File: src/hdl/periph_pkg.sv
// --------------------
// Shared types and constants of the peripheral block
// Byte address bits 7:6 pick the region, bits 5:2 the register word
// Source id 0 is reserved for "no interrupt"
// --------------------
package periph_pkg;

    localparam int DataWidth = 32;
    localparam int AddrWidth = 8;

    typedef logic [DataWidth-1:0] data_t;
    typedef logic [AddrWidth-1:0] addr_t;
    typedef logic [3:0]           offset_t;

    typedef enum logic [1:0] {
        RegionPlic  = 2'd0,
        RegionUart  = 2'd1,
        RegionTimer = 2'd2,
        RegionNone  = 2'd3
    } region_e;

    // Interrupt sources
    localparam int NumSources = 2;

    typedef logic [1:0] src_id_t;
    typedef logic [2:0] prio_t;

    localparam src_id_t SrcUart  = 2'd1;
    localparam src_id_t SrcTimer = 2'd2;

    // --------------------
    // Register word offsets
    // --------------------
    localparam offset_t PlicPrio1     = 4'd0;
    localparam offset_t PlicPrio2     = 4'd1;
    localparam offset_t PlicEnable    = 4'd2;
    localparam offset_t PlicThreshold = 4'd3;
    localparam offset_t PlicClaim     = 4'd4;

    localparam offset_t UartTxdata = 4'd0;
    localparam offset_t UartStatus = 4'd1;
    localparam offset_t UartIer    = 4'd2;

    localparam offset_t TimerCount = 4'd0;
    localparam offset_t TimerCmp   = 4'd1;
    localparam offset_t TimerCtrl  = 4'd2;

endpackage

File: src/hdl/reg_bus_if.sv
// --------------------
// Register port of one peripheral
// Device answers with ready one cycle after req, no stalls
// --------------------
`timescale 1ns/10ps

interface reg_bus_if;
    import periph_pkg::*;

    logic    req;
    logic    we;
    offset_t offset;
    data_t   wdata;
    data_t   rdata;
    logic    ready;

    modport host (
        output req, we, offset, wdata,
        input  rdata, ready
    );

    modport device (
        input  req, we, offset, wdata,
        output rdata, ready
    );

endinterface

File: src/hdl/periph_top.sv
// --------------------
// Peripheral block with PLIC, UART TX and timer behind one register port
// Single host, one access per cycle, response always one cycle later
// --------------------
`timescale 1ns/10ps

module periph_top #(
    parameter int ClksPerBit = 8
) (
    input  logic              clk_i,
    input  logic              rst_i,
    // Host register port
    input  logic              req_i,
    input  logic              we_i,
    input  periph_pkg::addr_t addr_i,
    input  periph_pkg::data_t wdata_i,
    output periph_pkg::data_t rdata_o,
    output logic              ready_o,
    output logic              err_o,
    // Interrupt to the hart and serial line
    output logic              irq_o,
    output logic              tx_o
);

    reg_bus_if plic_bus ();
    reg_bus_if uart_bus ();
    reg_bus_if timer_bus ();

    logic src_uart;
    logic src_timer;

    reg_decoder i_reg_decoder (
        .clk_i       ( clk_i     ),
        .rst_i       ( rst_i     ),
        .req_i       ( req_i     ),
        .we_i        ( we_i      ),
        .addr_i      ( addr_i    ),
        .wdata_i     ( wdata_i   ),
        .rdata_o     ( rdata_o   ),
        .ready_o     ( ready_o   ),
        .err_o       ( err_o     ),
        .plic_bus_o  ( plic_bus  ),
        .uart_bus_o  ( uart_bus  ),
        .timer_bus_o ( timer_bus )
    );

    plic_core i_plic_core (
        .clk_i       ( clk_i     ),
        .rst_i       ( rst_i     ),
        .bus         ( plic_bus  ),
        .src_uart_i  ( src_uart  ),
        .src_timer_i ( src_timer ),
        .irq_o       ( irq_o     )
    );

    uart_tx #(
        .ClksPerBit ( ClksPerBit )
    ) i_uart_tx (
        .clk_i ( clk_i    ),
        .rst_i ( rst_i    ),
        .bus   ( uart_bus ),
        .irq_o ( src_uart ),
        .tx_o  ( tx_o     )
    );

    timer_cmp i_timer_cmp (
        .clk_i ( clk_i     ),
        .rst_i ( rst_i     ),
        .bus   ( timer_bus ),
        .irq_o ( src_timer )
    );

endmodule

File: src/hdl/plic_core.sv
// --------------------
// Reduced PLIC, one target, level-triggered sources only
// ENABLE bit n enables source n, bit 0 unused
// A source must exceed THRESHOLD to interrupt or be claimed
// --------------------
`timescale 1ns/10ps

module plic_core (
    input  logic      clk_i,
    input  logic      rst_i,
    reg_bus_if.device bus,
    input  logic      src_uart_i,
    input  logic      src_timer_i,
    output logic      irq_o
);
    import periph_pkg::*;

    prio_t               prio_q [NumSources:1];
    prio_t               threshold_q;
    logic [NumSources:1] enable_q;
    logic [NumSources:1] pending_q;
    logic [NumSources:1] claimed_q;
    logic [NumSources:1] level;
    logic                irq_q;

    src_id_t best_id;
    prio_t   best_prio;
    src_id_t done_id;
    logic    claim_rd;
    data_t   rdata_d;

    assign level[SrcUart]  = src_uart_i;
    assign level[SrcTimer] = src_timer_i;

    // --------------------
    // Source arbitration
    // --------------------
    // Strict compare keeps the lower id on equal priority
    always_comb begin
        best_id   = '0;
        best_prio = '0;
        for (int i = 1; i <= NumSources; i++) begin
            if (pending_q[i] && enable_q[i] && (prio_q[i] > threshold_q) &&
                (best_id == '0 || prio_q[i] > best_prio)) begin
                best_id   = src_id_t'(i);
                best_prio = prio_q[i];
            end
        end
    end

    assign claim_rd = bus.req && !bus.we && (bus.offset == PlicClaim);
    assign done_id  = src_id_t'(bus.wdata);

    always_ff @(posedge clk_i) begin
        if (rst_i) begin
            for (int i = 1; i <= NumSources; i++) begin
                prio_q[i] <= '0;
            end
            threshold_q <= '0;
            enable_q    <= '0;
            pending_q   <= '0;
            claimed_q   <= '0;
            irq_q       <= 1'b0;
            bus.ready   <= 1'b0;
        end else begin
            // Gateway, a claimed source is held off until completion
            pending_q <= pending_q | (level & ~claimed_q);
            irq_q     <= (best_id != '0);
            bus.ready <= bus.req;

            if (bus.req && bus.we) begin
                case (bus.offset)
                    PlicPrio1:     prio_q[SrcUart]  <= prio_t'(bus.wdata);
                    PlicPrio2:     prio_q[SrcTimer] <= prio_t'(bus.wdata);
                    PlicEnable:    enable_q         <= bus.wdata[NumSources:1];
                    PlicThreshold: threshold_q      <= prio_t'(bus.wdata);
                    PlicClaim: begin
                        // Completion
                        if (done_id != '0 && int'(done_id) <= NumSources) begin
                            claimed_q[done_id] <= 1'b0;
                        end
                    end
                    default: ;
                endcase
            end

            if (claim_rd && best_id != '0) begin
                pending_q[best_id] <= 1'b0;
                claimed_q[best_id] <= 1'b1;
            end
        end
    end

    // Read data, unmapped words read 0
    always_comb begin
        case (bus.offset)
            PlicPrio1:     rdata_d = data_t'(prio_q[SrcUart]);
            PlicPrio2:     rdata_d = data_t'(prio_q[SrcTimer]);
            PlicEnable:    rdata_d = data_t'({enable_q, 1'b0});
            PlicThreshold: rdata_d = data_t'(threshold_q);
            PlicClaim:     rdata_d = data_t'(best_id);
            default:       rdata_d = '0;
        endcase
    end

    always_ff @(posedge clk_i) begin
        if (bus.req) begin
            bus.rdata <= bus.we ? '0 : rdata_d;
        end
    end

    assign irq_o = irq_q;

endmodule

File: src/hdl/reg_decoder.sv
// --------------------
// Address decoder for the host register port
// Only whole-word accesses, byte lane bits 1:0 are ignored
// Region 3 is unmapped and gets an error response
// --------------------
`timescale 1ns/10ps

module reg_decoder (
    input  logic              clk_i,
    input  logic              rst_i,
    input  logic              req_i,
    input  logic              we_i,
    input  periph_pkg::addr_t addr_i,
    input  periph_pkg::data_t wdata_i,
    output periph_pkg::data_t rdata_o,
    output logic              ready_o,
    output logic              err_o,
    reg_bus_if.host           plic_bus_o,
    reg_bus_if.host           uart_bus_o,
    reg_bus_if.host           timer_bus_o
);
    import periph_pkg::*;

    region_e region;
    offset_t offset;
    logic    err_q;

    assign region = region_e'(addr_i[7:6]);
    assign offset = addr_i[5:2];

    // --------------------
    // Request forwarding
    // --------------------
    // Only the selected peripheral sees the strobe
    assign plic_bus_o.req    = req_i && (region == RegionPlic);
    assign plic_bus_o.we     = we_i;
    assign plic_bus_o.offset = offset;
    assign plic_bus_o.wdata  = wdata_i;

    assign uart_bus_o.req    = req_i && (region == RegionUart);
    assign uart_bus_o.we     = we_i;
    assign uart_bus_o.offset = offset;
    assign uart_bus_o.wdata  = wdata_i;

    assign timer_bus_o.req    = req_i && (region == RegionTimer);
    assign timer_bus_o.we     = we_i;
    assign timer_bus_o.offset = offset;
    assign timer_bus_o.wdata  = wdata_i;

    // Unmapped access answered here one cycle later
    always_ff @(posedge clk_i) begin
        if (rst_i) begin
            err_q <= 1'b0;
        end else begin
            err_q <= req_i && (region == RegionNone);
        end
    end

    // --------------------
    // Response merge
    // --------------------
    // At most one responder is ready in a cycle
    always_comb begin
        rdata_o = '0;
        if (plic_bus_o.ready) begin
            rdata_o = plic_bus_o.rdata;
        end else if (uart_bus_o.ready) begin
            rdata_o = uart_bus_o.rdata;
        end else if (timer_bus_o.ready) begin
            rdata_o = timer_bus_o.rdata;
        end
    end

    assign ready_o = plic_bus_o.ready | uart_bus_o.ready | timer_bus_o.ready | err_q;
    assign err_o   = err_q;

endmodule

File: src/hdl/timer_cmp.sv
// --------------------
// Free-running 32-bit timer with compare interrupt
// Counter wraps silently, interrupt is a level, not a pulse
// --------------------
`timescale 1ns/10ps

module timer_cmp (
    input  logic      clk_i,
    input  logic      rst_i,
    reg_bus_if.device bus,
    output logic      irq_o
);
    import periph_pkg::*;

    data_t count_q;
    data_t cmp_q;
    logic  en_q;
    logic  wr;
    data_t rdata_d;

    assign wr = bus.req && bus.we;

    always_ff @(posedge clk_i) begin
        if (rst_i) begin
            count_q   <= '0;
            cmp_q     <= '0;
            en_q      <= 1'b0;
            bus.ready <= 1'b0;
        end else begin
            bus.ready <= bus.req;
            // Host write takes precedence over counting
            if (wr && bus.offset == TimerCount) begin
                count_q <= bus.wdata;
            end else if (en_q) begin
                count_q <= count_q + 1'b1;
            end
            if (wr && bus.offset == TimerCmp) begin
                cmp_q <= bus.wdata;
            end
            if (wr && bus.offset == TimerCtrl) begin
                en_q <= bus.wdata[0];
            end
        end
    end

    assign irq_o = en_q && (count_q >= cmp_q);

    // Read data
    always_comb begin
        case (bus.offset)
            TimerCount: rdata_d = count_q;
            TimerCmp:   rdata_d = cmp_q;
            TimerCtrl:  rdata_d = data_t'(en_q);
            default:    rdata_d = '0;
        endcase
    end

    always_ff @(posedge clk_i) begin
        if (bus.req) begin
            bus.rdata <= bus.we ? '0 : rdata_d;
        end
    end

endmodule

File: src/hdl/uart_tx.sv
// --------------------
// Transmit-only UART, 8N1, no FIFO
// A TXDATA write while busy is dropped
// --------------------
`timescale 1ns/10ps

module uart_tx #(
    parameter int ClksPerBit = 8
) (
    input  logic      clk_i,
    input  logic      rst_i,
    reg_bus_if.device bus,
    output logic      irq_o,
    output logic      tx_o
);
    import periph_pkg::*;

    localparam int CntWidth = (ClksPerBit > 1) ? $clog2(ClksPerBit) : 1;

    logic                busy_q;
    logic                ier_q;
    logic [9:0]          shift_q;
    logic [3:0]          bit_cnt_q;
    logic [CntWidth-1:0] baud_cnt_q;
    logic                bit_end;
    logic                start;
    data_t               rdata_d;

    assign start   = bus.req && bus.we && (bus.offset == UartTxdata) && !busy_q;
    assign bit_end = (baud_cnt_q == CntWidth'(ClksPerBit - 1));

    // --------------------
    // Frame sequencer
    // --------------------
    always_ff @(posedge clk_i) begin
        if (rst_i) begin
            busy_q     <= 1'b0;
            bit_cnt_q  <= '0;
            baud_cnt_q <= '0;
        end else if (start) begin
            busy_q     <= 1'b1;
            bit_cnt_q  <= '0;
            baud_cnt_q <= '0;
        end else if (busy_q) begin
            baud_cnt_q <= bit_end ? '0 : baud_cnt_q + 1'b1;
            if (bit_end) begin
                bit_cnt_q <= bit_cnt_q + 1'b1;
                // Stop bit done
                if (bit_cnt_q == 4'd9) begin
                    busy_q <= 1'b0;
                end
            end
        end
    end

    // Stop, data LSB first, start in bit 0
    always_ff @(posedge clk_i) begin
        if (start) begin
            shift_q <= {1'b1, bus.wdata[7:0], 1'b0};
        end else if (busy_q && bit_end) begin
            shift_q <= {1'b1, shift_q[9:1]};
        end
    end

    assign tx_o  = busy_q ? shift_q[0] : 1'b1;
    assign irq_o = ier_q && !busy_q;

    // --------------------
    // Register port
    // --------------------
    always_ff @(posedge clk_i) begin
        if (rst_i) begin
            ier_q     <= 1'b0;
            bus.ready <= 1'b0;
        end else begin
            bus.ready <= bus.req;
            if (bus.req && bus.we && bus.offset == UartIer) begin
                ier_q <= bus.wdata[0];
            end
        end
    end

    // TXDATA is write only
    always_comb begin
        case (bus.offset)
            UartStatus: rdata_d = data_t'(busy_q);
            UartIer:    rdata_d = data_t'(ier_q);
            default:    rdata_d = '0;
        endcase
    end

    always_ff @(posedge clk_i) begin
        if (bus.req) begin
            bus.rdata <= bus.we ? '0 : rdata_d;
        end
    end

endmodule

File: config.mk
export PLATFORM = sky130hd
export DESIGN_NAME = periph_top
export DESIGN_NICKNAME = d
export VERILOG_FILES = /design/src/hdl/periph_pkg.sv /design/src/hdl/reg_bus_if.sv /design/src/hdl/periph_top.sv /design/src/hdl/plic_core.sv /design/src/hdl/reg_decoder.sv /design/src/hdl/timer_cmp.sv /design/src/hdl/uart_tx.sv
export SDC_FILE = /design/constraint.sdc
export NUM_CORES = 1
export LEC_CHECK = 0
export BUFFER_PORTS_ARGS = -buffer_cell sky130_fd_sc_hd__buf_2
export CORE_ASPECT_RATIO = 0.8
export CORE_MARGIN = 2
export CORE_UTILIZATION = 40
export DETAILED_ROUTE_END_ITERATION = 16
export GPL_TIMING_DRIVEN = 0
export SYNTH_ARGS = -nofsm -noshare
export SYNTH_HDL_FRONTEND = slang
export SYNTH_SLANG_ARGS = --single-unit
File: constraint.sdc
create_clock -name clk_i -period 2.3 [get_ports clk_i]
set_input_delay 0 -clock clk_i [delete_from_list [all_inputs] [get_ports clk_i]]
set_output_delay 0 -clock clk_i [all_outputs]
set_load 0.02 [all_outputs]
==> flow_summary_export.csv <==
group,metric,value,unit
power,powerDensity,626,nW/um^2
timing,period_share,1.16,
cts,clock_latency,0.43,ns
worst_setup_path,arrival,2.86,ns
cts,clock_path_buffers,2,
yosys,syn_avg_cell_area,9.04,sq um
worst_setup_path,worstSetupEndpointType,"flop",
cts,clk_pin_slew,0.06,ns
drt,vias_per_cell,5.38,
timing,relSlewSlack,0.416,
power,power.leakage,3.51,nW
layout,final_common_cell,"nor2_1",
yosys,seq_area_frac_synth,0.446,
timing,finalSetupViolations,6,
worst_setup_path,crit_chain,"ha_4 > nor2b_4 > nor3_2 > nor4_4 > nand2_1 > ha_4 > nor2b_4 > o21ai_2 > a32oi_2 > a211oi_2 > o21a_1",
global_routing,grt_pass1_vias,6079,
power,power_switching,1.33,mW
layout,final_nets,1049,
timing,worst_hold_slack,0.104,ns
timing,finalCriticalPeriod,2.67,ns
power,clockPowerShare,0.493,
global_routing,antenna_found_initial,0,
placement,dp_slack,-0.397,ns
timing,fmax,375,MHz
global_routing,grt_max_degree,28,
drt,vias,6453,
outcome,violations,"setup timing",
timing,finalHoldViolations,0,
yosys,async_reset_ff_frac,0,
worst_setup_path,critical_path.slowest_cell,"edfxtp_1",
drt,drt_iter0_drc,511,
timing,grt_setup_unrepaired,"true",
global_routing,grt_pass1_wl,32.7,mm
placement,io_buffers,75,
drt,dr.pass1.iters,7,
worst_setup_path,critical_path_class,"flop to flop",
yosys,synth-edff-count,50,
timing,worst_pin_slew,0.863,ns
drt,drcViolationCount,0,
global_routing,gr-usage-all-layers,0.214,
hold_path,hold_class,"input port to flop",
cts,cts_tree,"yes",
floorplan,die_w,156,um
floorplan,dieHeight,125,um
layout,antennaDiodeCount,0,
timing,final_max_slew_viol_count,0,
cts,htree_levels,4,
floorplan,core.rowCount,44,
layout,drive_gt1_frac,0.165,
cts,cts_sinks,139,
outcome,status,"finished with violations",
worst_setup_path,cp.required,2.49,ns
power,intPower,4.46,mW
yosys,synth_cells,815,
placement,gp_congestion,0.885,
floorplan,start_util,0.407,
floorplan,die_area,19500,sq um
timing,skew,0.00795,ns
floorplan,ios,80,
cts,clockRootBuffer,"clkbuf_16",
yosys,synth_fp_nets,907,
global_routing,overflow,0,
yosys,synth-seq-cells,139,
layout,syn_to_final_growth,25.6,%
drt,post_drt_wl_per_cell,16.9,um
timing,worst_slack,-0.370,ns
yosys,synth_ff_type,"dfxtp_1",
yosys,synth_cell_type_count,59,
yosys,yosys_warnings,0,
worst_setup_path,slowest_delay,0.46,ns
power,comb_power_share,0.061,
drt,ant_nets,0,
power,irDropWorstVdd,0.543,mV
drt,wirelength,20.2,mm
yosys,netlist_area,7370,sq um
power,switching_share,0.230,
layout,final_cell_mix,"nor2_1, nand2_1, dfxtp_1",
power,power_frac_seq,0.446,
cts,cts_buffers,17,
worst_setup_path,critPathLaunchType,"flop",
placement,place_hpwl,14.1,mm
job,maxCapViolations,0,
floorplan,coreArea,18100,sq um
worst_setup_path,cp_max_fo,4,
layout,filler_cell_count,1714,
## sequential cells by signal, indices dropped and copies added, names as in the netlist, 3 cells and up
register,flops
i_plic_core.bus.rdata,3
i_plic_core.prio_q,6
i_plic_core.threshold_q,3
i_timer_cmp.bus.rdata,32
i_timer_cmp.cmp_q,32
i_timer_cmp.count_q,32
i_uart_tx.baud_cnt_q,3
i_uart_tx.bit_cnt_q,4
i_uart_tx.shift_q,9
## kinds of logic (layout without fill, tap and decap cells)
kind of cell	count (synthesis)	count (layout)	synth area share
multiplexers	12	12	0.0165
adder cells (fa/ha/maj)	48	48	0.0815
XOR/XNOR	26	26	0.0309
flip-flops	139	139	0.446
AND/OR/NAND/NOR	321	321	0.215
buffers and inverters	97	252	0.0525
AO/OA/AOI/OAI	172	172	0.158
## layout make-up
class,count,area (sq um),area share
plain buffers,49,209,0.0226
clock buffers,23,500,0.0541
clock inverters,9,109,0.0118
inverters,48,180,0.0195
multi-input cells,579,3850,0.415
flip-flops and latches,139,3280,0.355
well taps,230,288,0.0311
repair buffers,123,841,0.0908
## power by group through the flow
stage / Clock [mW] / Combinational (mW) / Sequential [mW]
after global placement: 0 / 0.278 / 2.64
final: 2.86 / 0.354 / 2.58
after floorplan: 0 / 0.149 / 2.63
after detailed placement: 0 / 0.284 / 2.63
after global routing: 2.99 / 0.386 / 2.59
after CTS: 2.90 / 0.347 / 2.58
## routing by layer
layer / global-route usage / part of all wire
met2: 0.316 / 0.43
met4: 0.0637 / 0.013
met3: 0.0482 / 0.060
met1: 0.314 / 0.50
met5: 0 / 0
## path summary, 6_finish.rpt
path,cells after the start,slack (ns),from,to
max reg2reg,11,-0.37,i_plic_core.prio_q[1][1],i_plic_core.bus.rdata[0]
max,11,-0.37,i_plic_core.prio_q[1][1],i_plic_core.bus.rdata[0]
min reg2reg,2,0.47,i_timer_cmp.cmp_q[20],i_timer_cmp.cmp_q[20]
min,3,0.10,we_i,i_plic_core.prio_q[1][0]
## Yosys cell counts (5+ instances only)
library cell   n  area [sq um]
xnor2_1        9          78.8
a21oi_1       50           250
o21ai_0       16          80.1
a211oi_1      29           218
buf_2          6          30.0
nor3_1        10          50.1
clkbuf_1      40           150
and2_1        34           213
inv_1         48           180
ha_1          48           601
a22oi_1       35           263
or3_1          7          43.8
nand2_1       92           345
a21o_1         5          37.5
a22o_1        10          87.6
dfxtp_1       89          1780
edfxtp_1      50          1500
and3_1         8          50.1
mux2i_1       11           110
a311oi_1       8          70.1
nor2b_1        5          31.3
nor4_1         7          43.8
nand4_1       16           100
nand3_1       17          85.1
xor2_1        17           149
nor2_1        97           364
## critical path: cells and delay by family (launching register included)
kind                     cells  cell delay, ns
AND/OR/NAND/NOR              5            0.72
AO/OA/AOI/OAI                4            0.67
adder cells (fa/ha/maj)      2            0.58
flip-flops                   1            0.46
## stage by stage
step	power [mW]	TNS, ns	cells	instance area (sq um)	utilization
detailed placement	2.92	-2.16	1121	8080	0.446
floorplan	2.78	-0.751	815	7390	-
global placement	2.91	-68.30	1120	8050	0.445
CTS	5.83	-1.27	1198	9200	0.508
global route	5.96	-2.17	1200	9260	0.511
finish	5.80	-1.61	1200	9260	0.511
## timing repair
| action | CTS | global route |
|---|---|---|
| pin swaps | 9 | 7 |
| resized for setup | 14 | 11 |
| endpoints found under the setup margin | 27 | 10 |
| hold endpoints to repair | 82 | 0 |
| setup buffers | 8 | 2 |
| hold buffers | 37 | 0 |
Note: power is estimated with default switching activity, not from simulation.
